**src/include/cpu_defs.svh**
```systemverilog
`ifndef CPU_DEFS_SVH
`define CPU_DEFS_SVH

// datapath width in bits
`define XLEN 32

// instruction memory depth in 32-bit words
`define IMEM_WORDS 64

// data memory size in bytes
`define DMEM_BYTES 256

// address of the first instruction fetched after reset
`define RESET_PC 32'h0000_0000

`endif

```
**src/source/instrMem.sv**
```systemverilog
`timescale 1ns/10ps
`default_nettype none

`include "cpu_defs.svh"

module instrMem (
    input  logic              clk,
    input  logic              loadWrite,
    input  logic [`XLEN-1:0]  loadAddr,
    input  logic [31:0]       loadData,
    input  logic [`XLEN-1:0]  addr,
    output logic [31:0]       instr
);

    localparam int ADDR_BITS = $clog2(`IMEM_WORDS);

    logic [31:0] mem [`IMEM_WORDS];

    // program image arrives as byte addresses, stored one word per entry
    always_ff @(posedge clk)
    begin
        if (loadWrite)
            mem[loadAddr[ADDR_BITS+1:2]] <= loadData;
    end

    assign instr = mem[addr[ADDR_BITS+1:2]];            // byte address / 4

endmodule

`default_nettype wire

```
**config.mk**
```make
export PLATFORM = sky130hd
export DESIGN_NAME = instrMem
export DESIGN_NICKNAME = d
export VERILOG_FILES = /design/src/source/instrMem.sv
export VERILOG_INCLUDE_DIRS = /design/src /design/src/include
export SDC_FILE = /design/constraint.sdc
export NUM_CORES = 2
export LEC_CHECK = 0
export BUFFER_PORTS_ARGS = -buffer_cell sky130_fd_sc_hd__buf_2
export CORE_ASPECT_RATIO = 1.75
export CORE_MARGIN = 4
export CORE_UTILIZATION = 40
export DETAILED_ROUTE_END_ITERATION = 12
export SETUP_SLACK_MARGIN = 0.15
export SYNTH_ARGS = -nofsm -noshare
export SYNTH_HDL_FRONTEND = slang
export SYNTH_SLANG_ARGS = --single-unit
```
**constraint.sdc**
```tcl
create_clock -name clk -period 4.1 [get_ports clk]
set_input_delay 0.205 -clock clk [delete_from_list [all_inputs] [get_ports clk]]
set_output_delay 0.205 -clock clk [all_outputs]
set_load 0.01 [all_outputs]
```
==> reports/summary.txt <==
Status = completed
CTS tree = yes
Post-synth EDFFs = 2048
Rows = 214
Hold Vio Cnt, Final = 0
Post-synth top cells = 2048 x edfxtp_1, 544 x mux4_2, 137 x nor2_1, 93 x mux2i_1, 84 x o22ai_1
DRT Pass-1 Iters = 12
Max Cap Viol = 0
GRT Max-Usage Layer = met2
Post-Route WL = 203000 um
Placer Congestion = 0.900
Die Wd = 342 um
TritonCTS Buffers = 173
Via density = 5.70
Final HPWL DP = 121000 um
HP Start = loadData[20]
Initial core utilization = 40.2%
Final instance area = 88600 um2
Max Fclk = 277 MHz
Power density cells = 471 nW/um2
Global-route wire length before repair = 285000 um
Clk buf depth = 4
Antenna violations before repair = 21
Fin Setup TNS = 0 ps
Hold Path Class = input port to flop
Drt first-iter violations = 3895
Yosys top cell by area = edfxtp_1
Nets@finish = 3684
Largest net degree at the start of global routing = 65
Die Y = 592 um
Hold depth = 1
CTS root buf = clkbuf_16
Synth cell types = 33
Register area share after synthesis = 79.0%
Avg Synthesized Cell Area = 23.7 um2
Avg WL per Cell = 32.2 um
Synth Cell Area = 77900 um2
Worst hold endpoint = mem[24][20]
Critical Path RT = 3890 ps
Remaining antenna violation count after routing = 0
Post-synth net total = 3390
Ys Warns = 0
Synth Flop Type = edfxtp_1
Synth top area share = 79.0%
Postcts setup bufs = 0
CTS resizes = 0
Final slew viol count = 0
Arrival @ worst endpoint = 3400 ps
Tot GR Track Use = 20.0%
FF+latch area = 61500 um2
Reg clk slew, reported paths = 70 ps
Yosys reg bits = 2048
Synthesis-to-layout area growth = 13.8%
Ys async rst share = 0%
DR vias = 36000
Most frequent cell after synthesis = edfxtp_1
Max-slew headroom = 23.8%
Hold buffers post-CTS = 10
Cell area after placement = 83100 um2
DP Worst Slack = 667 ps
Clock tree sinks = 2048
Final period util = 88.0%
H-tree level count = 4
Layout cells sized above 1 = 30.5%
RSZ-0062 raised after global routing = no
CORE AREA = 194000 um2
Total power = 41.7 mW
Post-route setup slack = 492 ps
Vias in the first global route = 37300
Pleak = 27.3 nW
Met1 usage in global routing = 23.6%
Worst Tran Pin Value = 1140 ps
Critical path fanouts, max = 1
Crit start category = flop
M3 GR Usage = 3.22%
Peak supply drop = 333 uV
Multi-input logic area = 16000 um2
Fin crit period = 3610 ps
Synthesized instance count = 3292
CP Capture Type = output pin
Routing usage on met2 = 36.0%
Fillers = 16100
Top cells by area, synth = edfxtp_1 79%, mux4_2 16%, mux2i_1 1.2%
CP Class = flop to output pin
Residual DRC = 0
Final setup fails = 0
Number of port buffers = 77
GR Overflow Total = 0
Io pins = 130
Max reg flops = 2048
Total Die Area = 202000 um2
Final core utilization = 45.7%
==> layout by cell type (no fill, tap or decap), types with 12 or more instances in the layout <==
| master | count |
|---|---|
| clkbuf_1 | 36 |
| nor2b_1 | 15 |
| bufinv_16 | 17 |
| a21oi_1 | 62 |
| nor2_4 | 62 |
| clkinv_1 | 34 |
| o221ai_1 | 27 |
| clkinv_2 | 28 |
| nand2_1 | 26 |
| buf_12 | 31 |
| edfxtp_1 | 2048 |
| a22oi_1 | 12 |
| nor2_1 | 75 |
| mux4_2 | 544 |
| o22ai_1 | 84 |
| mux2i_1 | 93 |
| clkbuf_16 | 175 |
| buf_2 | 73 |
| buf_4 | 183 |
==> power by group <==
group          switching [mW]  internal (mW)  leakage [nW]
Clock                    7.22           8.89          2.62
Combinational            1.54          0.858          6.23
Sequential             0.0293           23.2          18.4
Total                    8.79           32.9          27.3
==> critical path, stage by stage, from the launching register on <==
cell and delay, ps:
edfxtp_1 350, mux4_2 480, mux4_2 620, o22ai_1 670, nor2_1 270, buf_2 220
==> stage by stage <==
| step | hold WS (ps) | instances |
|---|---|---|
| finish | 39.5 | 6310 |
| global route | 61.8 | 6302 |
| CTS | 21.0 | 6300 |
| detailed placement | 510 | 5993 |
| global placement | 495 | 5993 |
| floorplan | 304 | 3292 |
==> layer usage <==
layer	routed length [um]	share of wire (%)	vias up
met5	260	0.13	-
met4	11000	5.4	18
met3	12300	6.1	377
met2	108000	53	1282
met1	71700	35	19600
li1	-	-	14700
==> cell families (layout without fill, tap and decap cells) <==
group | count (synthesis) | count (layout) | share of synthesized area, %
mux | 637 | 637 | 16.9
other cells | 0 | 10 | 0
buf+inv | 182 | 598 | 1.14
simple gates | 223 | 223 | 1.28
flops | 2048 | 2048 | 79.0
compound gates | 202 | 202 | 1.69
==> cell type report <==
| type | instances | share of cell area [%] |
|---|---|---|
| tap | 2592 | 3.66 |
| antenna | 10 | 0.0282 |
| multi-input combinational | 1062 | 18.0 |
| clock inverter | 86 | 0.943 |
| clock buffer | 211 | 5.10 |
| timing repair buffer | 301 | 2.84 |
| sequential | 2048 | 69.4 |
==> how the worst max path moves through the flow <==
stage,from,to,slack [ps],depth (start not counted)
after detailed placement,addr[2],instr[27],670,7
after global routing,mem[51][5],instr[5],490,5
after global placement,addr[2],instr[27],650,7
after CTS,mem[51][5],instr[5],640,5
final,mem[59][31],instr[31],490,5
after floorplan,loadAddr[5],mem[48][0],740,4
No activity file was read; power rests on OpenSTA's default activity.
