### config.mk
export PLATFORM = sky130hd
export DESIGN_NAME = regFile
export DESIGN_NICKNAME = d
export VERILOG_FILES = /design/src/source/regFile.sv
export VERILOG_INCLUDE_DIRS = /design/src /design/src/include
export SDC_FILE = /design/constraint.sdc
export NUM_CORES = 2
export LEC_CHECK = 0
export BUFFER_PORTS_ARGS = -buffer_cell sky130_fd_sc_hd__buf_2
export CAP_MARGIN = 10
export CELL_PAD_IN_SITES_DETAIL_PLACEMENT = 1
export CELL_PAD_IN_SITES_GLOBAL_PLACEMENT = 2
export CORE_ASPECT_RATIO = 0.9
export CORE_UTILIZATION = 30
export CTS_BUF_LIST = sky130_fd_sc_hd__clkbuf_8
export DETAILED_ROUTE_END_ITERATION = 8
export PLACE_DENSITY_LB_ADDON = 0.1
export SLEW_MARGIN = 20
export SYNTH_ARGS = -nofsm -noshare
export SYNTH_HDL_FRONTEND = slang
export SYNTH_SLANG_ARGS = --single-unit
### constraint.sdc
create_clock -name clk -period 3.4 [get_ports clk]
set_input_delay 0.68 -clock clk [delete_from_list [all_inputs] [get_ports clk]]
set_output_delay 0.68 -clock clk [all_outputs]
set_load 0.01 [all_outputs]
### src/include/cpu_defs.svh
`ifndef CPU_DEFS_SVH
`define CPU_DEFS_SVH

// datapath width in bits
`define XLEN 32

// instruction memory depth in 32-bit words
`define IMEM_WORDS 64

// data memory size in bytes
`define DMEM_BYTES 256

// address of the first instruction fetched after reset
`define RESET_PC 32'h0000_0000

`endif

### src/source/regFile.sv
`timescale 1ns/10ps
`default_nettype none

`include "cpu_defs.svh"

module regFile (
    input  logic              clk,
    input  logic              reset,
    input  logic              writeEnable,
    input  logic [4:0]        rs1,
    input  logic [4:0]        rs2,
    input  logic [4:0]        rd,
    input  logic [`XLEN-1:0]  writeData,
    output logic [`XLEN-1:0]  rs1Data,
    output logic [`XLEN-1:0]  rs2Data
);

    logic [`XLEN-1:0] regs [32];

    always_ff @(posedge clk)
    begin
        if (reset)
        begin
            for (int i = 0; i < 32; i++)
                regs[i] <= '0;
        end
        else if (writeEnable && (rd != 5'd0))           // x0 never written
        begin
            regs[rd] <= writeData;
        end
    end

    assign rs1Data = regs[rs1];
    assign rs2Data = regs[rs2];

endmodule

`default_nettype wire

==> flow_metrics.env <==
export IMPL_layout_setup_ws_ns=-0.01377
export IMPL_core_um2=184200
export IMPL_crit_type="in -> out"
export IMPL_max_vdd_ir_drop_mv=0.3803
export IMPL_cts_tree="yes"
export IMPL_start_util_pct=30.35
export IMPL_port_buffer_count=113
export IMPL_vias_per_cell=5.399
export IMPL_finalPower_uw=30750
export IMPL_slowest_delay_ns=0.46
export IMPL_holdWs_ns=0.3488
export IMPL_nNetsFinal=4879
export IMPL_worst_path_max_delay_cell="a31oi_1"
export IMPL_drt_pass1_iter_count=5
export IMPL_worst_ep_arrival_time_ns=2.73
export IMPL_critical_path_top_delay_family="buffers and inverters"
export IMPL_clkSinkCount=1024
export IMPL_final_core_util_pct=35.43
export IMPL_violations="negative setup slack"
export IMPL_crit_chain="buf_2 > nor2b_4 > buf_12 > buf_12 > a22oi_1 > a31oi_1 > nand3_1 > buf_2"
export IMPL_syn_avg_cell_area_um2=12.14
export IMPL_cts_max_level=4
export IMPL_relSlewSlack_pct=32.94
export IMPL_io_pins=114
export IMPL_reg_largest_list="regs: 1024 flops"
export IMPL_end_kind="output pin"
export IMPL_gp_congestion=0.7994
export IMPL_ys_ff_latch=1024
export IMPL_dieWidth_um=457.0
export IMPL_post_route_period_util_pct=100.4
export IMPL_worstSetupPathDepth=8
export IMPL_dieArea_um2=188100
export IMPL_wire_per_inst_um=33.53
export IMPL_dr_first_iter_drc_count=3364
export IMPL_cp_required_ns=2.72
export IMPL_grt_pass1_wl_um=341300
export IMPL_yosysWarnings=0
export IMPL_gr_total_overflow=0
export IMPL_drv_cap=0
export IMPL_finalSetupViolations=1
export IMPL_synth_cell_types=29
export IMPL_cts_buffer_depth=3
export IMPL_syn_inst=4605
export IMPL_finalHoldViolations=0
export IMPL_final_setup_tns_ns=-0.01377
export IMPL_period_minus_slack_ns=3.414
export IMPL_worstPathMaxFanout=29
export IMPL_cts_root_buf="clkbuf_8"
export IMPL_fmax_mhz=292.9
export IMPL_status="finished, violations left"
export IMPL_grt_max_degree=45
export IMPL_antenna_found_initial=35
export IMPL_syn_area_um2=55900
export IMPL_grt_usage_pct=26.13
export IMPL_power_density_nw_per_um2=471.2
export IMPL_drive_gt1_share_pct=15.53
export IMPL_rows=149
export IMPL_clk_pin_slew_ns=0.06
export IMPL_largest_reg_flops=1024
export IMPL_yosysSeqAreaShare_pct=55.01
export IMPL_drc=0
export IMPL_post_cts_setup_buffers=0
export IMPL_hold_class="in -> reg"
export IMPL_via_count=40150
export IMPL_syn_to_final_growth_pct=16.74
export IMPL_worstHoldPathCells=2
export IMPL_regMostFlops="regs"
export IMPL_cp_num_buf_inv=4
export IMPL_dpl_hpwl_um=149500
export IMPL_p_leak_uw=0.02572
export IMPL_final_cells=7436
export IMPL_die_height_um=411.5
export IMPL_numCtsBuffers=193
export IMPL_first_global_vias=41240
export IMPL_slew_violations=0
export IMPL_ant_nets=0
export IMPL_placedCellCount=7050
export IMPL_worstMarginPinSlew_ns=1.006
export IMPL_worst_setup_path_start_kind="primary input"
export IMPL_wirelength_um=249300
==> worst paths after layout <==
path | from | endpoint | slack [ns]
setup / recovery | rs2[0] | rs2Data[12] | -0.01
hold / removal | writeData[19] | regs[24][19] | 0.35
==> stage by stage <==
| stage | area (um^2) | setup slack, ns |
|---|---|---|
| floorplan | 56010 | 0.8406 |
| global placement | 61630 | 0.04430 |
| detailed placement | 61630 | 0.06156 |
| CTS | 65160 | 0.000004441 |
| global route | 65200 | -0.002079 |
| finish | 65260 | -0.01377 |
==> layer usage <==
layer | share of wire [%] | up-vias | GRT usage [%]
met5 | 0 | - | 0
met1 | 46 | 21290 | 36.43
met3 | 5.2 | 289 | 3.700
met2 | 46 | 1183 | 42.34
met4 | 2.1 | 0 | 6.856
li1 | - | 17380 | -
==> cells in the final DEF, fill, tap and decap left out, drive strengths merged <==
| cell type | Yosys | layout |
|---|---|---|
| nand3 | 194 | 194 |
| conb | 1 | 32 |
| buf | 212 | 444 |
| nor3 | 64 | 64 |
| nor2b | 5 | 5 |
| a21oi | 192 | 192 |
| or2 | 33 | 33 |
| a22o | 128 | 128 |
| clkinv | 0 | 74 |
| a31oi | 64 | 64 |
| nand3b | 4 | 4 |
| diode | 0 | 35 |
| mux2i | 1024 | 1024 |
| or3 | 2 | 2 |
| or3b | 2 | 2 |
| nand2b | 5 | 5 |
| nand2 | 196 | 196 |
| inv | 0 | 71 |
| bufinv | 0 | 5 |
| clkbuf | 234 | 196 |
| nor2 | 35 | 35 |
| a22oi | 192 | 192 |
| edfxtp | 1024 | 1024 |
| and2 | 994 | 994 |
| clkinvlp | 0 | 5 |
==> synthesized netlist by cell type, drive strengths merged <==
master / n / area (um^2)
or3: 2 / 12.51
buf: 212 / 1264
conb: 1 / 3.750
clkbuf: 234 / 915.9
nand3b: 4 / 33.78
nand2b: 5 / 31.28
or2: 33 / 206.5
a22oi: 192 / 1441
nand3: 194 / 975.9
a22o: 128 / 1121
edfxtp: 1024 / 30750
mux2i: 1024 / 10250
and2: 994 / 6218
nand2: 196 / 735.7
nor2: 35 / 201.5
nor2b: 5 / 31.28
a31oi: 64 / 400.4
nor3: 64 / 320.3
a21oi: 192 / 960.9
or3b: 2 / 22.52
==> power by group <==
| part | switching [uW] | internal (uW) | total [uW] |
|---|---|---|---|
| sequential | 373 | 14600 | 15000 |
| clock | 5840 | 5730 | 11600 |
| combinational | 2710 | 1500 | 4210 |
| total | 8920 | 21800 | 30700 |
==> layout make-up <==
cell class	instances	area [um^2]
clock inverter	155	809.5
sequential	1024	30750
clock buffer	196	2698
tap	2416	3023
fill	19690	118900
antenna	35	87.58
multi-input combinational	3166	23350
timing repair buffer	444	4537
==> repair_timing <==
| item | CTS | global route |
|---|---|---|
| setup endpoints to repair | 3 | 2 |
| hold buffers | 0 | 0 |
| gates resized for setup | 3 | 2 |
==> cell families (layout without fill, tap and decap cells) <==
family	Yosys count	in the layout	share of synthesized area, %
AO/OA/AOI/OAI	576	576	7.020
other	1	67	0.006709
buffers and inverters	446	795	3.899
multiplexers	1024	1024	18.34
flip-flops	1024	1024	55.01
AND/OR/NAND/NOR	1534	1534	15.73
Note: power is estimated with default switching activity, not from simulation.
