===== config.mk =====
export PLATFORM = sky130hd
export DESIGN_NAME = controlUnit
export DESIGN_NICKNAME = d
export VERILOG_FILES = /design/src/include/cpu_defs.svh /design/src/source/cpu_pkg.sv /design/src/source/controlUnit.sv
export SDC_FILE = /design/constraint.sdc
export NUM_CORES = 1
export LEC_CHECK = 0
export CELL_PAD_IN_SITES_DETAIL_PLACEMENT = 0
export CELL_PAD_IN_SITES_GLOBAL_PLACEMENT = 2
export CORE_MARGIN = 1
export CORE_UTILIZATION = 29
export DETAILED_ROUTE_END_ITERATION = 6
export DONT_BUFFER_PORTS = 1
export PLACE_DENSITY = 0.83
export SLEW_MARGIN = 20
export SYNTH_ARGS = -nofsm -noshare
export SYNTH_HDL_FRONTEND = slang
export SYNTH_SLANG_ARGS = --single-unit

===== constraint.sdc =====
create_clock -name vclk -period 1.29
set_clock_uncertainty 0.15 [all_clocks]
set_input_delay 0.0645 -clock vclk [all_inputs]
set_output_delay 0.0645 -clock vclk [all_outputs]
set_load 0.005 [all_outputs]

===== src/include/cpu_defs.svh =====
`ifndef CPU_DEFS_SVH
`define CPU_DEFS_SVH

// datapath width in bits
`define XLEN 32

// instruction memory depth in 32-bit words
`define IMEM_WORDS 64

// data memory size in bytes
`define DMEM_BYTES 256

// address of the first instruction fetched after reset
`define RESET_PC 32'h0000_0000

`endif


===== src/source/cpu_pkg.sv =====
`default_nettype none

package cpu_pkg;

    // base opcodes of the supported RV32I subset
    typedef enum logic [6:0] {
        OP_RTYPE  = 7'b0110011,
        OP_LOAD   = 7'b0000011,
        OP_IMM    = 7'b0010011,
        OP_JALR   = 7'b1100111,
        OP_STORE  = 7'b0100011,
        OP_BRANCH = 7'b1100011,
        OP_LUI    = 7'b0110111,
        OP_JAL    = 7'b1101111
    } opcode_e;

    // encoded as {funct7[5], funct3}
    typedef enum logic [3:0] {
        ALU_ADD  = 4'b0000,
        ALU_SUB  = 4'b1000,
        ALU_SLL  = 4'b0001,
        ALU_SLT  = 4'b0010,
        ALU_SLTU = 4'b0011,
        ALU_XOR  = 4'b0100,
        ALU_SRL  = 4'b0101,
        ALU_SRA  = 4'b1101,
        ALU_OR   = 4'b0110,
        ALU_AND  = 4'b0111
    } aluOp_e;

    typedef enum logic [1:0] {
        RES_ALU = 2'b00,
        RES_MEM = 2'b01,
        RES_PC4 = 2'b10,
        RES_IMM = 2'b11
    } resultSrc_e;

    typedef enum logic [2:0] {
        IMM_I = 3'b000,
        IMM_S = 3'b001,
        IMM_B = 3'b010,
        IMM_J = 3'b011,
        IMM_U = 3'b100
    } immSrc_e;

    typedef enum logic [1:0] {
        W_WORD = 2'b00,
        W_HALF = 2'b01,
        W_BYTE = 2'b10
    } dataWidth_e;

endpackage

`default_nettype wire


===== src/source/controlUnit.sv =====
`timescale 1ns/10ps
`default_nettype none

module controlUnit (
    input  logic [31:0]          instr,
    input  logic                 zero,
    output logic                 jalr,
    output logic                 memWrite,
    output logic                 regWrite,
    output logic                 pcSelect,
    output logic                 aluSrc,
    output cpu_pkg::resultSrc_e  resultSrc,
    output cpu_pkg::immSrc_e     immSrc,
    output cpu_pkg::aluOp_e      aluCtrl,
    output cpu_pkg::dataWidth_e  dataWidth,
    output logic                 loadUnsigned
);

    cpu_pkg::opcode_e opcode;
    logic [2:0]       funct3;
    logic             funct7b5;

    assign opcode   = cpu_pkg::opcode_e'(instr[6:0]);
    assign funct3   = instr[14:12];
    assign funct7b5 = instr[30];

    always_comb
    begin
        // anything not matched below behaves as a no-op
        jalr         = 1'b0;
        memWrite     = 1'b0;
        regWrite     = 1'b0;
        pcSelect     = 1'b0;
        aluSrc       = 1'b0;
        resultSrc    = cpu_pkg::RES_ALU;
        immSrc       = cpu_pkg::IMM_I;
        aluCtrl      = cpu_pkg::ALU_ADD;
        dataWidth    = cpu_pkg::W_WORD;
        loadUnsigned = 1'b0;

        case (opcode)
            cpu_pkg::OP_RTYPE:
            begin
                regWrite = 1'b1;
                aluCtrl  = cpu_pkg::aluOp_e'({funct7b5, funct3});
            end
            cpu_pkg::OP_IMM:
            begin
                regWrite = 1'b1;
                aluSrc   = 1'b1;
                // bit 30 is part of the immediate except for SRLI/SRAI
                if (funct3 == 3'b101)
                    aluCtrl = cpu_pkg::aluOp_e'({funct7b5, funct3});
                else
                    aluCtrl = cpu_pkg::aluOp_e'({1'b0, funct3});
            end
            cpu_pkg::OP_LOAD:
            begin
                aluSrc       = 1'b1;                    // base + offset
                resultSrc    = cpu_pkg::RES_MEM;
                loadUnsigned = funct3[2];               // LBU, LHU
                regWrite     = 1'b1;
                case (funct3[1:0])
                    2'b00:   dataWidth = cpu_pkg::W_BYTE;
                    2'b01:   dataWidth = cpu_pkg::W_HALF;
                    2'b10:   dataWidth = cpu_pkg::W_WORD;
                    default: regWrite  = 1'b0;          // no such load
                endcase
                if (funct3 == 3'b110)
                    regWrite = 1'b0;                    // LWU is RV64 only
            end
            cpu_pkg::OP_STORE:
            begin
                aluSrc = 1'b1;
                immSrc = cpu_pkg::IMM_S;
                case (funct3)
                    3'b000:
                    begin
                        memWrite  = 1'b1;
                        dataWidth = cpu_pkg::W_BYTE;
                    end
                    3'b001:
                    begin
                        memWrite  = 1'b1;
                        dataWidth = cpu_pkg::W_HALF;
                    end
                    3'b010:  memWrite = 1'b1;
                    default: memWrite = 1'b0;
                endcase
            end
            cpu_pkg::OP_BRANCH:
            begin
                immSrc = cpu_pkg::IMM_B;
                // SUB for equality, SLT/SLTU give 1 when rs1 < rs2
                case (funct3)
                    3'b000:  {aluCtrl, pcSelect} = {cpu_pkg::ALU_SUB, zero};
                    3'b001:  {aluCtrl, pcSelect} = {cpu_pkg::ALU_SUB, ~zero};
                    3'b100:  {aluCtrl, pcSelect} = {cpu_pkg::ALU_SLT, ~zero};
                    3'b101:  {aluCtrl, pcSelect} = {cpu_pkg::ALU_SLT, zero};
                    3'b110:  {aluCtrl, pcSelect} = {cpu_pkg::ALU_SLTU, ~zero};
                    3'b111:  {aluCtrl, pcSelect} = {cpu_pkg::ALU_SLTU, zero};
                    default: pcSelect = 1'b0;
                endcase
            end
            cpu_pkg::OP_JAL:
            begin
                pcSelect  = 1'b1;                       // pc + immExt
                immSrc    = cpu_pkg::IMM_J;
                resultSrc = cpu_pkg::RES_PC4;
                regWrite  = 1'b1;
            end
            cpu_pkg::OP_JALR:
            begin
                jalr      = 1'b1;
                pcSelect  = 1'b1;                       // target from ALU
                aluSrc    = 1'b1;
                resultSrc = cpu_pkg::RES_PC4;
                regWrite  = 1'b1;
            end
            cpu_pkg::OP_LUI:
            begin
                immSrc    = cpu_pkg::IMM_U;
                resultSrc = cpu_pkg::RES_IMM;
                regWrite  = 1'b1;
            end
            default:
            begin
                regWrite = 1'b0;
            end
        endcase
    end

endmodule

`default_nettype wire


==> results.md, run 1 <==
- Final Hold Viols: 0
- Initial antenna violation count: 0
- CP peak stage delay: 0.38 ns
- Met3 GRT Util: 0.0116
- Logic gate share of total power: 1.000
- Pleak: 0.0966 nW
- Die width: approximately 39 um
- Setup repair after global routing missed its margin: no
- Cell Chain, Critical Path: or3b_1 > or3_1 > a21boi_1
- Starting Density: 0.332
- Die area: 1490 um2
- WHS: about 0.0071 ns
- Largest net degree at the start of global routing: 15
- Worst hold path depth: 1
- Multi-input gate area: 359 um2
- Post-route insts no fill: slightly below 70
- Final sequential cell count: 0
- Share of cells above drive strength 1: 0.182
- Part of the power in registers: 0
- Min-Delay Endpoint: dataWidth[1]
- Nets: 90
- Number of hold buffers added after CTS: 0
- Dpl hpwl: about 830 um
- Routability Congestion: around 0.76
- Postcts setup bufs: 0
- Total GRT Usage: 0.155
- Hold Crit Class: in -> out
- Sw frac: 0.449
- Number of port buffers: 0
- Crit path max fanout: 12
- Most instantiated library cell after synthesis: nor2_1
- FILL cells: roughly 150
- Final Util: 0.341
- Resized cells post-CTS: 0
- N_diodes: 0
- Final Setup Violations: 0
- CP Launch Type: input port
- Dominant cells by area after synthesis: a2111oi_2, nor2_1, nor3b_2
- Gate Count Post-Synth: 58
- Sequential fraction of the synthesis area: 0
- Status: completed
- Met1 usage: 0.250
- Maximum clock frequency: 0.823 GHz
- Slowest-stage cell, CP: or3_1
- DR vias: approximately 450
- GR Util met2: 0.229
- Slew @ Worst Pin: around 0.36 ns
- DR WL/cell: 16.2 um
- Cells after DPL: slightly below 70
- Ports: 50
- Synthesized area per cell: around 6.7 um2
- Minimum clock period: 1.21 ns
- Vias in the first global route: 367
- Hold path start: instr[12]
- Clock share of power: 0
- Global-route wire length before repair: ~1700 um
- Worst Setup End Kind: primary output
- Syn Nets: a little over 90
- Max cap viols: 0
- Post-synth top area share: 0.0772
- Post-DR vias/cell: between 6 and 7
- P_int: 0.0298 mW
- Max VDD drop: approximately 0.048 mV
- DRC Markers: 0
- CP required: between 1 and 1.5 ns
- Area leader, netlist: a2111oi_2
- Post-route ant nets: 0
- Setup TNS: 0 ns
- Synth Cell Area: about 390 um2
- Total chip power: roughly 0.054 mW
- Synth top cells by count: nor2_1, nor3_1
- Worst setup path category: in -> out
- First drt pass iteration count: 4
- Max_slew headroom: 0.751
- Tcrit/Tclk final: 0.941
- Syn-to-layout area delta: 2.57%
- WP data arrival: 1.00 ns
- Storage cell area: 0 um2
- Remaining Overflow, GRT: 0
- Chip height: a little under 40 um
- Total number of yosys warnings: 0
- P_sw: approximately 0.024 mW
- Pwr/cell area: 136 nW/um2
- Iter 0 DRT Violations: 14
- Max-slew violations: 0
- WL final: ~1100 um
- Core ar.: ~1200 um2
- GRT busiest layer: met1
- Clkbuf count: 0
- Library cells used by synthesis: 34
- FP Rows: 12
==> per-stage QoR <==
stage / setup slack [ns] / area [um2]
2_1_floorplan: 0.131 / 389
3_3_place_gp: 0.0684 / 399
3_5_place_dp: 0.0738 / 399
4_1_cts: 0.0700 / 399
5_1_grt: 0.0439 / 399
6_report: 0.0757 / 399
==> worst max-delay path by stage <==
| stage | cells after the start | startpoint | to |
|---|---|---|---|
| finish | 3 | instr[3] | aluCtrl[3] |
| global route | 3 | instr[3] | aluCtrl[3] |
| detailed placement | 3 | instr[3] | aluCtrl[3] |
| CTS | 3 | instr[3] | aluCtrl[3] |
| global placement | 3 | instr[3] | aluCtrl[3] |
| floorplan | 3 | instr[3] | aluCtrl[3] |
==> layer usage <==
layer,wire length [um],up-vias
met3,60,0
met5,0,-
met4,0,0
met1,560,212
met2,499,15
li1,-,218
==> final cells by class <==
type / count / share of cell area
Timing Repair Buffer: 2 / 0.0376
Tap cell: 14 / 0.0439
Multi-Input combinational cell: 51 / 0.900
Inverter: 2 / 0.0188
==> cells by family after synthesis <==
| group | count (synthesis) | share of synthesized area |
|---|---|---|
| simple gates | 35 | 0.566 |
| buf+inv | 7 | 0.0772 |
| compound gates | 14 | 0.312 |
| xor+xnor | 2 | 0.0450 |
==> power by group through the flow <==
| stage | logic, mW | clock network (mW) | registers [mW] |
|---|---|---|---|
| floorplan | 0.0659 | 0 | 0 |
| global placement | 0.0535 | 0 | 0 |
| detailed placement | 0.0538 | 0 | 0 |
| CTS | 0.0541 | 0 | 0 |
| global route | 0.0604 | 0 | 0 |
| finish | 0.0541 | 0 | 0 |
==> cell usage in the layout (no fill, tap or decap), types with 2 or more instances in the layout <==
cell type / count
nor2_1: 7
nor3_1: 4
nor2b_1: 3
nand4_1: 3
or3_1: 3
nand3_1: 3
inv_1: 2
a31oi_1: 2
nor3b_2: 2
a2111oi_2: 2
buf_4: 2
==> worst max-delay path: cells and delay by family <==
family,cells,cell delay [ns]
AO/OA/AOI/OAI,1,0.19
AND/OR/NAND/NOR,2,0.75
Note: power is estimated with default switching activity, not from simulation.
==> run 2: changes to the inputs <==
BUFFER_PORTS_ARGS = -buffer_cell sky130_fd_sc_hd__buf_2   (was unset)
CAP_MARGIN = 20   (was unset)
CORE_UTILIZATION = 14   (was 29)
DONT_BUFFER_PORTS = unset   (was 1)
PLACE_DENSITY = 0.81   (was 0.83)
==> run 2 against run 1 <==
  * The flow now finishes with violations (setup timing)
  * Combinational power increased to 3.1 times the previous value
  * Worst hold slack better by 0.31 ns
  * Flip-flop and latch count unchanged
  * Global-route usage shrank 5.8 points
  * Non-clock buffer count grew 42
  * Cell area grew 85%
  * Die area is 100% higher
  * Via count grew 32%
  * Largest power group unchanged
==> results.md, run 2 (synthesis results as in run 1) <==
- Iter 0 DRT Violations: 4 (was 14)
- Worst setup path category: in -> out (unchanged)
- Largest net degree at the start of global routing: 11 (was 15)
- N_diodes: 0 (unchanged)
- Postcts setup bufs: 0 (unchanged)
- Final Setup Violations: 4 (was 0)
- Total chip power: 0.169 mW (was 0.0541 mW)
- Buffer and inverter count on the worst path: 2 (was 0)
- Post-DR vias/cell: 4.64 (was 6.45)
- Total GRT Usage: 0.0967 (was 0.155)
- Max cap viols: 0 (unchanged)
- Failing checks: setup timing
- WP data arrival: 1.14 ns (was 1.00 ns)
- Starting Density: 0.153 (was 0.332)
- Slowest-stage cell, CP: or3b_1 (was or3_1)
- Core ar.: 2540 um2 (was 1170 um2)
- Global-route wire length before repair: 2260 um (was 1740 um)
- Clkbuf count: 0 (unchanged)
- Commonest non-fill, non-tap cell in the layout: buf_2 (was nor2_1)
- Chip height: 54.7 um (was 38.6 um)
- Nets: 132 (was 90)
- Dpl cell area: 662 um2 (was 399 um2)
- GR Util met2: 0.171 (was 0.229)
- FILL cells: 283 (was 145)
- Vias in the first global route: 522 (was 367)
- CP Launch Type: input port (unchanged)
- CP peak stage delay: 0.39 ns (was 0.38 ns)
- Initial antenna violation count: 0 (unchanged)
- Die width: 54.7 um (was 38.6 um)
- Crit path max fanout: 6 (was 12)
- Post-route ant nets: 0 (unchanged)
- Pwr/cell area: 228 nW/um2 (was 136 nW/um2)
- CP required: 1.08 ns (about the same)
- Dpl hpwl: 1200 um (was 830 um)
- Tcrit/Tclk final: 1.05 (was 0.941)
- Worst Setup End Kind: primary output (unchanged)
- Setup repair after global routing missed its margin: yes (was no)
- Most frequent cells in the layout: buf_2, buf_4, nor2_1 (was nor2_1, nor3_1)
- Remaining Overflow, GRT: 0 (unchanged)
- Met3 GRT Util: 0.00278 (was 0.0116)
- Slew @ Worst Pin: 0.282 ns (was 0.364 ns)
- Max VDD drop: 0.113 mV (was 0.0485 mV)
- Worst hold path depth: 4 (was 1)
- Final Hold Viols: 0 (unchanged)
- Number of port buffers: 29 (was 0)
- Cell Chain, Critical Path: buf_8 > or3b_1 > or3_1 > a21boi_1 > buf_2 (was or3b_1 > or3_1 > a21boi_1)
- Syn-to-layout area delta: 90.0% (was 2.57%)
- Storage cell area: 0 um2 (unchanged)
- GRT busiest layer: met2 (was met1)
- Final Util: 0.291 (was 0.341)
- Setup TNS: -0.177 ns (was 0 ns)
- Ports: 50 (unchanged)
- WL final: 1450 um (was 1120 um)
- DR vias: 589 (was 445)
- Delay-heaviest family, CP: simple AND/OR/NAND/NOR gates (unchanged)
- Maximum clock frequency: 0.740 GHz (was 0.823 GHz)
- Minimum clock period: 1.35 ns (was 1.21 ns)
- DR WL/cell: 11.4 um (was 16.2 um)
- Final sequential cell count: 0 (unchanged)
- Met1 usage: 0.136 (was 0.250)
- Status: finished with violations (was completed)
- Number of hold buffers added after CTS: 0 (unchanged)
- FP Rows: 18 (was 12)
- Pleak: 0.317 nW (was 0.0966 nW)
- CP Depth: 5 (was 3)
- Final WS setup: -0.0621 ns (was 0.0757 ns)
- Share of cells above drive strength 1: 0.577 (was 0.182)
- Fin area: 739 um2 (was 399 um2)
- DRC Markers: 0 (unchanged)
- Max-slew violations: 0 (unchanged)
- Hold Crit Class: in -> out (unchanged)
- Routability Congestion: 0.751 (was 0.756)
- Max_slew headroom: 0.812 (was 0.751)
- First drt pass iteration count: 3 (was 4)
- Die area: 2990 um2 (was 1490 um2)
## run 2: final timing paths
check	startpoint	endpoint	slack (ns)
worst min-delay path	instr[30]	aluCtrl[3]	0.32
worst max-delay path	instr[4]	aluCtrl[3]	-0.06
## run 2: routing by layer
layer  share of wire  wire length, um
met1            0.47              682
met2            0.48              690
met3           0.050               72
met4               0                0
met5               0                0
## run 2: final cells by class
class              instances  area [um2]  area share
multi-input cells         51         402       0.543
repair buffers            44         293       0.396
well taps                 30        37.5      0.0508
inverters                  2        7.51      0.0102
## run 2: report_power, final
| part | internal, mW | switching (mW) | leakage [nW] |
|---|---|---|---|
| combinational | 0.0843 | 0.0846 | 0.317 |
| sequential | 0 | 0 | 0 |
| clock | 0 | 0 | 0 |
| total | 0.0843 | 0.0846 | 0.317 |
## run 2: worst min-delay path: stages
cell,delay [ns]
buf_2,0.09
o211ai_1,0.06
a21boi_1,0.06
buf_2,0.12
## run 2: what timing repair did
action                     in CTS  in global routing
pin swaps                       6                  3
setup endpoints to repair       7                 10
resized for setup              12                  2
## run 2: per-stage QoR
step	setup WS, ns	cells	hold WS, ns
after floorplan	0.131	58	0.00527
after global placement	-0.124	127	0.320
after detailed placement	-0.120	127	0.324
after CTS	-0.0618	127	0.324
after global routing	-0.101	127	0.350
final	-0.0621	127	0.321
