==> src/include/cpu_defs.svh <==
`ifndef CPU_DEFS_SVH
`define CPU_DEFS_SVH

// datapath width in bits
`define XLEN 32

// instruction memory depth in 32-bit words
`define IMEM_WORDS 64

// data memory size in bytes
`define DMEM_BYTES 256

// address of the first instruction fetched after reset
`define RESET_PC 32'h0000_0000

`endif

==> src/source/cpu_pkg.sv <==
`default_nettype none

package cpu_pkg;

    // base opcodes of the supported RV32I subset
    typedef enum logic [6:0] {
        OP_RTYPE  = 7'b0110011,
        OP_LOAD   = 7'b0000011,
        OP_IMM    = 7'b0010011,
        OP_JALR   = 7'b1100111,
        OP_STORE  = 7'b0100011,
        OP_BRANCH = 7'b1100011,
        OP_LUI    = 7'b0110111,
        OP_JAL    = 7'b1101111
    } opcode_e;

    // encoded as {funct7[5], funct3}
    typedef enum logic [3:0] {
        ALU_ADD  = 4'b0000,
        ALU_SUB  = 4'b1000,
        ALU_SLL  = 4'b0001,
        ALU_SLT  = 4'b0010,
        ALU_SLTU = 4'b0011,
        ALU_XOR  = 4'b0100,
        ALU_SRL  = 4'b0101,
        ALU_SRA  = 4'b1101,
        ALU_OR   = 4'b0110,
        ALU_AND  = 4'b0111
    } aluOp_e;

    typedef enum logic [1:0] {
        RES_ALU = 2'b00,
        RES_MEM = 2'b01,
        RES_PC4 = 2'b10,
        RES_IMM = 2'b11
    } resultSrc_e;

    typedef enum logic [2:0] {
        IMM_I = 3'b000,
        IMM_S = 3'b001,
        IMM_B = 3'b010,
        IMM_J = 3'b011,
        IMM_U = 3'b100
    } immSrc_e;

    typedef enum logic [1:0] {
        W_WORD = 2'b00,
        W_HALF = 2'b01,
        W_BYTE = 2'b10
    } dataWidth_e;

endpackage

`default_nettype wire

==> src/source/immExtend.sv <==
`timescale 1ns/10ps
`default_nettype none

`include "cpu_defs.svh"

module immExtend (
    input  logic [31:0]       instr,
    input  cpu_pkg::immSrc_e  immSrc,
    output logic [`XLEN-1:0]  immExt
);

    logic signBit;

    assign signBit = instr[31];                         // sign is always bit 31

    always_comb
    begin
        case (immSrc)
            cpu_pkg::IMM_I:
                immExt = {{(`XLEN-12){signBit}}, instr[31:20]};
            cpu_pkg::IMM_S:
                immExt = {{(`XLEN-12){signBit}}, instr[31:25], instr[11:7]};
            cpu_pkg::IMM_B:
                // branch offsets are in halfwords
                immExt = {{(`XLEN-13){signBit}}, signBit, instr[7],
                          instr[30:25], instr[11:8], 1'b0};
            cpu_pkg::IMM_J:
                immExt = {{(`XLEN-21){signBit}}, signBit, instr[19:12],
                          instr[20], instr[30:21], 1'b0};
            cpu_pkg::IMM_U:
                immExt = {instr[31:12], 12'b0};         // low 12 bits stay zero
            default:
                immExt = '0;
        endcase
    end

endmodule

`default_nettype wire

==> config.mk <==
export PLATFORM = sky130hd
export DESIGN_NAME = immExtend
export DESIGN_NICKNAME = d
export VERILOG_FILES = /design/src/source/cpu_pkg.sv /design/src/source/immExtend.sv
export VERILOG_INCLUDE_DIRS = /design/src /design/src/include
export SDC_FILE = /design/constraint.sdc
export NUM_CORES = 1
export LEC_CHECK = 0
export ABC_AREA = 1
export BUFFER_PORTS_ARGS = -buffer_cell sky130_fd_sc_hd__buf_2
export CAP_MARGIN = 20
export CELL_PAD_IN_SITES_DETAIL_PLACEMENT = 1
export CELL_PAD_IN_SITES_GLOBAL_PLACEMENT = 1
export CORE_ASPECT_RATIO = 1.25
export CORE_MARGIN = 1.5
export CORE_UTILIZATION = 14
export DETAILED_ROUTE_END_ITERATION = 12
export PLACE_DENSITY = 0.84
export SYNTH_ARGS = -nofsm -noshare
export SYNTH_HDL_FRONTEND = slang
export SYNTH_SLANG_ARGS = --single-unit
==> constraint.sdc <==
create_clock -name vclk -period 0.8
set_input_delay 0 -clock vclk [all_inputs]
set_output_delay 0 -clock vclk [all_outputs]
set_load 0.005 [all_outputs]
==> summary.md, run 1 <==
| Metric | Value |
|---|---|
| Critical Path Max Stage Delay | 0.17 ns |
| RSZ-0062 raised after global routing | no |
| Final ANT Viol Nets | 0 |
| Gr ovfl total | 0 |
| Seq_cells | 0 |
| Setup TNS | 0 ns |
| Syn_nets | 118 |
| Required @ worst endpoint | approximately 0.80 ns |
| Flop pwr share | 0% |
| Sw frac | 52.0% |
| Residual DRC count | 0 |
| Worst path arrival time | approximately 0.73 ns |
| LEAKAGE | 0.537 nW |
| Top cells by area, synth | nand2_1, o21ai_0, inv_1 |
| Max-slew violation count | 0 |
| Fin crit share | between 90% and 100% |
| Post-CTS Setup Repair Bufs | 0 |
| Mean Syn Cell Area | 4.66 um^2 |
| Placed wire-length estimate | 1.48 mm |
| WHS Path Cells | 4 |
| Hold Fails Final Rpt | 0 |
| Crit path top cell by count | nand2_1 |
| 1st-iter DRT viols | 5 |
| CP max-delay cell | nor2_4 |
| Sequential Area | 0 um^2 |
| Largest net degree at the start of global routing | 12 |
| Startpoint types | input pin |
| First-pass GRT wire length | 2.59 mm |
| Vias in the first global route | 667 |
| Ports | 67 |
| DR vias | 742 |
| Critical Path Stages | 7 |
| Clock buffers | 0 |
| Setup WS post-layout | about 0.073 ns |
| Worst path buffer plus inverter count | 2 |
| Post-cts resize count | 0 |
| Net Switching | 0.000215 W |
| Worst slew pin tran | 0.230 ns |
| Power Density | 522 nW/um^2 |
| Synth warn | 0 |
| Worst hold path type | in2out |
| Status | finished, final reports clean |
| Initial antenna violation count | 0 |
| TritonRoute pass-1 iters | 2 |
| Sequential area share after synthesis | 0% |
| Core footprint | 2650 um^2 |
| Commonest non-fill, non-tap cell in the layout | buf_2 |
| Pre-CTS setup slack | 0.0300 ns |
| Fill count | 386 |
| Layout area overhead | 105% |
| Via/cell ratio | 4.15 |
| Port Buffers | 60 |
| Tot GR Track Use | 10.0% |
| DIE AREA | 3090 um^2 |
| Crit path max fanout | 8 |
| Wire length per cell | 9.49 um |
| Comb pwr share | 100.0% |
| Cell count after synthesis | 83 |
| Die width | 50 um |
| Period minus WS final | 0.727 ns |
| Internal power | 0.000198 W |
| Gpl congestion | 0.760 |
| Placed Area | 747 um^2 |
| Final setup vio count | 0 |
| Yosys top cell area share | a little over a third |
| Final nets | between 150 and 200 |
| Ratio of cells with drive above 1 in the final layout | 55.2% |
| Starting Density | 14.6% |
| Max Fclk | 1.38 GHz |
| Distinct cells, synth | 15 |
| Crit-path cells | buf_6, nor2_4, nand2_4, nand2_8, nand2_1, nand2_1, buf_2 |
| Setup crit end kind | output pin |
| Clock power share | 0% |
| Site Rows | 21 |
| Die Y | 61.8 um |
| Final instance area | slightly below 800 um^2 |
| Cell area after technology mapping | 387 um^2 |
| Max-slew headroom | 84.6% |
| Final wirelength | 1.70 mm |
| Setup CP Type | in2out |
| Cell accounting for the most synthesized area | nand2_1 |
| CP delay by family, top | simple AND/OR/NAND/NOR gates |
| Worst vdd ir | 0.197 mV |
| CTS Hold Bufs | 0 |
| Most frequent cells in the layout | buf_2, nand2_1, inv_1, nor2_1, o21ai_0 |
| # Max-Cap Violations | 0 |
| Antenna cell count | 0 |
-- cells in the mapped netlist --
master and number:
nand2_4 2, nor2_4 1, nand2_1 36, inv_1 10
buf_4 1, nand4_1 2, nand3_1 7, nor2_2 1
o21ai_4 1, inv_2 2, buf_2 1, nand2_2 1
nor2_1 9, o21ai_0 8, nand3_2 1
-- layout make-up --
type,instances,area [um^2],share of cell area (%)
repair buffers,64,343,43.4
well taps,34,42.5,5.38
multi-input cells,69,358,45.3
inverters,12,47.5,6.01
-- logic make-up (layout without fill, tap and decap cells) --
| logic type | count (synthesis) | after routing | share of synthesized area, % |
|---|---|---|---|
| AOI/OAI and AO/OA | 9 | 9 | 14.6 |
| buffers and inverters | 14 | 76 | 14.9 |
| and+or+nand+nor | 60 | 60 | 70.5 |
-- power groups by stage --
stage                     clock [W]  combinational, W  sequential [W]
after floorplan                   0          0.000169               0
after CTS                         0          0.000394               0
after global placement            0          0.000385               0
after detailed placement          0          0.000392               0
after global routing              0          0.000463               0
final                             0          0.000413               0
-- path summary, 6_finish.rpt --
path / from / endpoint / slack, ns
min: instr[18] / immExt[18] / 0.25
max: immSrc[0] / immExt[13] / 0.07
-- per-layer routing --
| metal | vias up | track usage [%] | wire [um] |
|---|---|---|---|
| li1 | 382 | - | - |
| met1 | 319 | 10.0 | 602 |
| met2 | 41 | 22.4 | 919 |
| met3 | 0 | 1.91 | 178 |
| met4 | 0 | 0 | 0 |
| met5 | - | 0 | 0 |
-- per-stage QoR --
stage | total power (W) | instances | utilization (%) | hold slack (ns)
2_1_floorplan | 0.000169 | 83 | - | 0.0830
3_3_place_gp | 0.000385 | 179 | 28.1 | 0.250
3_5_place_dp | 0.000392 | 179 | 28.1 | 0.259
4_1_cts | 0.000394 | 179 | 28.1 | 0.260
5_1_grt | 0.000463 | 179 | 29.8 | 0.270
6_report | 0.000413 | 179 | 29.8 | 0.254
Note: power is estimated with default switching activity, not from simulation.
==> run 2, diff against run 1 <==
--- a/config.mk
+++ b/config.mk
@@ -13,9 +13,9 @@
 export CELL_PAD_IN_SITES_GLOBAL_PLACEMENT = 1
 export CORE_ASPECT_RATIO = 1.25
 export CORE_MARGIN = 1.5
-export CORE_UTILIZATION = 14
+export CORE_UTILIZATION = 15
 export DETAILED_ROUTE_END_ITERATION = 12
-export PLACE_DENSITY = 0.84
+export PLACE_DENSITY = 0.89
 export SYNTH_ARGS = -nofsm -noshare
 export SYNTH_HDL_FRONTEND = slang
 export SYNTH_SLANG_ARGS = --single-unit
==> constraint.sdc (replaced) <==
create_clock -name vclk -period 0.9
set_input_delay 0 -clock vclk [all_inputs]
set_output_delay 0 -clock vclk [all_outputs]
set_load 0.005 [all_outputs]
==> run 2 against run 1 <==
Count of clock-buffer cells in the layout is the same. Critical path depth is the same. Final area down 6.6%. Non-clock buffer count is 1 lower. Largest cell class unchanged. First-iteration DRC count fell by 80%. Critical path type unchanged. Utilization increased by 0.62 points. Critical endpoint is now immExt[16].
==> summary.md, run 2 (synthesis gave the netlist of run 1 again) <==
| Metric | Value |
|---|---|
| Max Fclk | 1.29 GHz |
| Sequential Area | 0 um^2 (unchanged) |
| Fin crit share | 86.1% |
| CP delay by family, top | simple AND/OR/NAND/NOR gates |
| Crit path max fanout | 8 (unchanged) |
| Tot GR Track Use | 10.8% (+0.71 points) |
| DP Cell Count | 177 (-1.1%) |
| Post-cts resize count | 0 (unchanged) |
| Via/cell ratio | 4.23 (+1.9%) |
| Ports | 67 (unchanged) |
| Wire length per cell | 9.33 um (-1.7%) |
| Site Rows | 20 (-4.8%) |
| 1st-iter DRT viols | 1 (-4) |
| Setup TNS | 0 ns (unchanged) |
| CP max-delay cell | nor2_4 |
| Layout area overhead | 90.9% |
| CTS Hold Bufs | 0 (unchanged) |
| Commonest non-fill, non-tap cell in the layout | buf_2 |
| DR vias | 748 (+0.81%) |
| Vias in the first global route | 646 (-3.1%) |
| Power Density | 460 nW/um^2 (-12%) |
| Max-slew headroom | 83.4% (-1.2 points) |
| Final instance area | 738 um^2 (-6.6%) |
| Ratio of cells with drive above 1 in the final layout | 50.0% (-5.2 points) |
| Critical Path Stages | 7 (unchanged) |
| LEAKAGE | 0.526 nW (-2.1%) |
| Startpoint types | input pin |
| Worst hold path type | in2out |
| Worst slew pin tran | 0.249 ns (+0.0183 ns) |
| # Max-Cap Violations | 0 (unchanged) |
| Largest net degree at the start of global routing | 12 (unchanged) |
| Period minus WS final | 0.775 ns |
| RSZ-0062 raised after global routing | no |
| Worst path buffer plus inverter count | 2 (unchanged) |
| Crit-path cells | buf_2, nor2_4, nand2_4, nand2_4, nand2_1, nand2_1, buf_2 |
| Antenna cell count | 0 (unchanged) |
| Setup crit end kind | output pin |
| Die width | 48.4 um (-3.2%) |
| Starting Density | 15.9% (+1.4 points) |
| Die Y | 59.8 um (-3.2%) |
| Worst path arrival time | 0.77 ns (+0.04 ns) |
| Gr ovfl total | 0 (unchanged) |
| Gpl congestion | 0.806 (+6.0%) |
| Post-CTS Setup Repair Bufs | 0 (unchanged) |
| Core footprint | 2430 um^2 (-8.5%) |
| DIE AREA | 2890 um^2 (-6.3%) |
| Total Power | 0.000339 W (-18%) |
| Placed Area | 738 um^2 (-1.2%) |
| WHS | 0.255 ns (+0.00191 ns) |
| Clock buffers | 0 (unchanged) |
| Residual DRC count | 0 (unchanged) |
| Critical Path Max Stage Delay | 0.18 ns (about the same) |
| Hold Fails Final Rpt | 0 (unchanged) |
| Layout Cells excl Fill | 177 (-1.1%) |
| TritonRoute pass-1 iters | 2 (unchanged) |
| Worst vdd ir | 0.149 mV (-24%) |
| CP Launch Point | immSrc[1] |
| Final nets | 181 (-0.55%) |
| Port Buffers | 60 (unchanged) |
| Final wirelength | 1.65 mm (-2.8%) |
| Critical Path End | immExt[16] |
| Most frequent cells in the layout | buf_2, nand2_1, inv_1 |
| Required @ worst endpoint | 0.90 ns (+0.10 ns) |
| Placed wire-length estimate | 1.51 mm (+1.5%) |
| Initial antenna violation count | 0 (unchanged) |
| Final ANT Viol Nets | 0 (unchanged) |
| First-pass GRT wire length | 2.66 mm (+2.7%) |
| Setup CP Type | in2out |
| Final setup vio count | 0 (unchanged) |
| Status | finished, final reports clean |
| Max-slew violation count | 0 (unchanged) |
| Seq_cells | 0 (unchanged) |
==> run 2: changes by cell type in the layout (fill, tap and decap cells not counted), moves of 2 or more <==
cell	change
buf_2	+2
buf_6	-2
inv_1	+2
nand2_1	+4
nand2_2	-4
==> run 2: layer usage <==
metal | vias to the layer above | share of wire (%) | wire (um) | track usage [%]
met2 | 41 | 54 | 886 | 23.4
met4 | 0 | 0 | 0 | 0
met1 | 328 | 36 | 593 | 11.3
met5 | - | 0 | 0 | 0
met3 | 0 | 10 | 172 | 2.00
li1 | 379 | - | - | -
==> run 2: worst min-delay path by stage <==
stage	slack, ns	depth (start not counted)	startpoint	end
2_1_floorplan	0.08	2	instr[30]	immExt[10]
3_3_place_gp	0.25	4	instr[15]	immExt[15]
3_5_place_dp	0.26	4	instr[15]	immExt[15]
4_1_cts	0.26	4	instr[15]	immExt[15]
5_1_grt	0.27	4	instr[19]	immExt[19]
6_report	0.26	4	instr[15]	immExt[15]
==> run 2: through the flow <==
stage | setup slack (ns) | util [%]
2_1_floorplan | 0.410 | -
3_3_place_gp | 0.132 | 30.4
3_5_place_dp | 0.107 | 30.4
4_1_cts | 0.104 | 30.4
5_1_grt | 0.0230 | 30.4
6_report | 0.125 | 30.4
==> run 2: area by class of cell <==
| class | count | area, um^2 |
|---|---|---|
| fill | 370 | 1690 |
| multi-input combinational | 69 | 329 |
| timing repair buffer | 63 | 323 |
| inverter | 12 | 45.0 |
| tap | 33 | 41.3 |
==> run 2: worst min-delay path, stage by stage <==
cell and delay (ns):
buf_2 0.07, nand2_1 0.04, nand2_1 0.04, buf_2 0.10
==> run 2: where the power goes <==
part,internal (W),switching (W),total (W)
Sequential,0,0,0
Clock,0,0,0
Combinational,0.000161,0.000178,0.000339
==> run 3, diff against run 2 <==
--- a/config.mk
+++ b/config.mk
@@ -6,16 +6,15 @@
 export SDC_FILE = /design/constraint.sdc
 export NUM_CORES = 1
 export LEC_CHECK = 0
-export ABC_AREA = 1
 export BUFFER_PORTS_ARGS = -buffer_cell sky130_fd_sc_hd__buf_2
 export CAP_MARGIN = 20
 export CELL_PAD_IN_SITES_DETAIL_PLACEMENT = 1
 export CELL_PAD_IN_SITES_GLOBAL_PLACEMENT = 1
 export CORE_ASPECT_RATIO = 1.25
 export CORE_MARGIN = 1.5
-export CORE_UTILIZATION = 15
+export CORE_UTILIZATION = 20
 export DETAILED_ROUTE_END_ITERATION = 12
-export PLACE_DENSITY = 0.89
+export PLACE_DENSITY = 0.9
 export SYNTH_ARGS = -nofsm -noshare
 export SYNTH_HDL_FRONTEND = slang
 export SYNTH_SLANG_ARGS = --single-unit
==> run 3 against run 2 <==
Sequential cell count is the same. Hold slack gained 0.016 ns. Die area shrank 3.9%. Combinational power grew 30%. Highest routed layer unchanged. Utilization grew 6.9 points. Count of clock-buffer cells in the layout is the same. Via count grew 2.4%. Area after synthesis grew 28%. Critical endpoint is now immExt[17]. Sequential share of layout area is the same. Fmax shrank 4.1%. Wire length grew 19%.
==> summary.md, run 3 <==
| Metric | Value |
|---|---|
| Status | finished, final reports clean |
| Seq_cells | 0 (unchanged) |
| Cell count after synthesis | 73 (-12%) |
| DR vias | 766 (+2.4%) |
| 1st-iter DRT viols | 2 (+1) |
| Final ANT Viol Nets | 0 (unchanged) |
| Worst vdd ir | 0.256 mV (+71%) |
| Hold Fails Final Rpt | 0 (unchanged) |
| Site Rows | 19 (-5.0%) |
| Max Fclk | 1.24 GHz (-4.1%) |
| Via/cell ratio | 4.73 (+12%) |
| Residual DRC count | 0 (unchanged) |
| CP max-delay cell | buf_4 |
| Ratio of cells with drive above 1 in the final layout | 54.2% (+4.2 points) |
| Top cells by area, synth | a21oi_1, a21o_1, mux2i_1 |
| Syn_nets | 108 (-8.5%) |
| Cell accounting for the most synthesized area | a21oi_1 |
| Setup TNS | 0 ns (unchanged) |
| Die width | 47.5 um (-2.0%) |
| Worst hold path type | in2out |
| Setup crit end kind | output pin |
| Placed wire-length estimate | 1.73 mm (+15%) |
| Starting Density | 21.9% (+6.0 points) |
| Ports | 67 (unchanged) |
| Setup CP Type | in2out |
| Critical Path Stages | 6 (-1) |
| Pre-CTS setup slack | -0.115 ns (-0.222 ns) |
| Crit-path cells | buf_2, nor2b_1, buf_4, a21oi_1, o22ai_1, buf_2 |
| Crit path max fanout | 9 (+1) |
| Vias in the first global route | 762 (+18%) |
| Distinct cells, synth | 18 (+3) |
| Gpl congestion | 0.691 (-14%) |
| Top-count cell post-synth | a21oi_1 |
| Core footprint | 2260 um^2 (-7.0%) |
| CP Launch Point | immSrc[2] |
| Cell area after technology mapping | 494 um^2 (+28%) |
| Layout area overhead | 70.4% |
| First-pass GRT wire length | 3.15 mm (+18%) |
| Required @ worst endpoint | 0.90 ns (about the same) |
| TritonRoute pass-1 iters | 3 (+1) |
| Wire length per cell | 12.1 um (+30%) |
| Crit path top cell by count | buf_2 |
| Final nets | 168 (-7.2%) |
| LEAKAGE | 0.517 nW (-1.8%) |
| Critical Path Max Stage Delay | 0.16 ns (-0.02 ns) |
| WHS | 0.271 ns (+0.0156 ns) |
| Tot GR Track Use | 14.5% (+3.7 points) |
| Fin crit share | 89.8% (+3.7 points) |
| Post-CTS Setup Repair Bufs | 0 (unchanged) |
| Gr ovfl total | 0 (unchanged) |
| Port Buffers | 60 (unchanged) |
| # Max-Cap Violations | 0 (unchanged) |
| Worst path arrival time | 0.81 ns (+0.04 ns) |
| Final setup vio count | 0 (unchanged) |
| Post-synth top cells | a21oi_1, a21o_1, nor2b_1 |
| Synth warn | 0 (unchanged) |
| DIE AREA | 2780 um^2 (-3.9%) |
| Clock buffers | 0 (unchanged) |
| Final wirelength | 1.97 mm (+19%) |
| Critical Path End | immExt[17] |
| Worst path buffer plus inverter count | 3 (+1) |
| Period minus WS final | 0.808 ns (+0.0331 ns) |
| Max-slew headroom | 74.2% (-9.2 points) |
| Initial antenna violation count | 0 (unchanged) |
| CP delay by family, top | buffers and inverters |
| Setup WS post-layout | 0.0919 ns (-0.0331 ns) |
| Yosys top cell area share | 16.2% (-19 points) |
| Sequential area share after synthesis | 0% (unchanged) |
| Die Y | 58.6 um (-2.0%) |
| Worst slew pin tran | 0.387 ns (+0.139 ns) |
| Power Density | 524 nW/um^2 (+14%) |
| Largest net degree at the start of global routing | 12 (unchanged) |
| Sequential Area | 0 um^2 (unchanged) |
| Startpoint types | input pin |
| RSZ-0062 raised after global routing | no |
| Mean Syn Cell Area | 6.77 um^2 (+45%) |
| Final Core Density | 37.3% (+6.9 points) |
| Antenna cell count | 0 (unchanged) |
| Most frequent cells in the layout | buf_2, a21oi_1, a21o_1 |
| Commonest non-fill, non-tap cell in the layout | buf_2 |
| Max-slew violation count | 0 (unchanged) |
## run 3: power breakdown
group,switching [W],total [W],internal (W)
Combinational,0.000209,0.000441,0.000232
Sequential,0,0,0
Clock,0,0,0
## run 3: worst min-delay path by stage
stage               slack [ns]    endpoint  cells after the start  startpoint
floorplan                  0.1  immExt[20]                      1   instr[20]
finish                    0.27  immExt[25]                      3   instr[25]
global route              0.28  immExt[29]                      3   instr[29]
CTS                       0.27  immExt[25]                      3   instr[25]
global placement          0.28  immExt[25]                      3   instr[25]
detailed placement        0.27  immExt[25]                      3   instr[25]
## run 3: layer usage
layer	global-route usage [%]	wire [um]	vias up
met4	0	0	0
met2	29.5	1000	52
met5	0	0	-
li1	-	-	381
met3	2.76	221	0
met1	15.0	741	333
## run 3: stage by stage
stage,total power (W),instance area [um^2],instances
global route,0.000490,842,162
CTS,0.000445,835,162
detailed placement,0.000439,828,162
finish,0.000441,842,162
floorplan,0.000235,494,73
global placement,0.000424,828,162
## run 3: logic make-up (layout without fill, tap and decap cells)
group | count (synthesis) | after routing | share of synthesized area (%)
compound gates | 37 | 37 | 45.8
simple gates | 18 | 18 | 22.5
buf+inv | 11 | 69 | 13.9
mux | 6 | 6 | 12.2
xor+xnor | 1 | 1 | 5.57
## run 3: cell type report
| cell class | count | area (um^2) |
|---|---|---|
| fillers | 308 | 1420 |
| inverters | 1 | 3.75 |
| multi-input cells | 62 | 427 |
| well taps | 31 | 38.8 |
| repair buffers | 68 | 373 |
## run 3: repair_timing
| item | 4_1_cts | 5_1_grt |
|---|---|---|
| setup endpoints to repair | 9 | 3 |
| resized for setup | 3 | 2 |
| pin swaps | 1 | 1 |
| hold buffers | 0 | 0 |
| gates cloned | 0 | 0 |
| endpoints found under the hold margin | 0 | 0 |
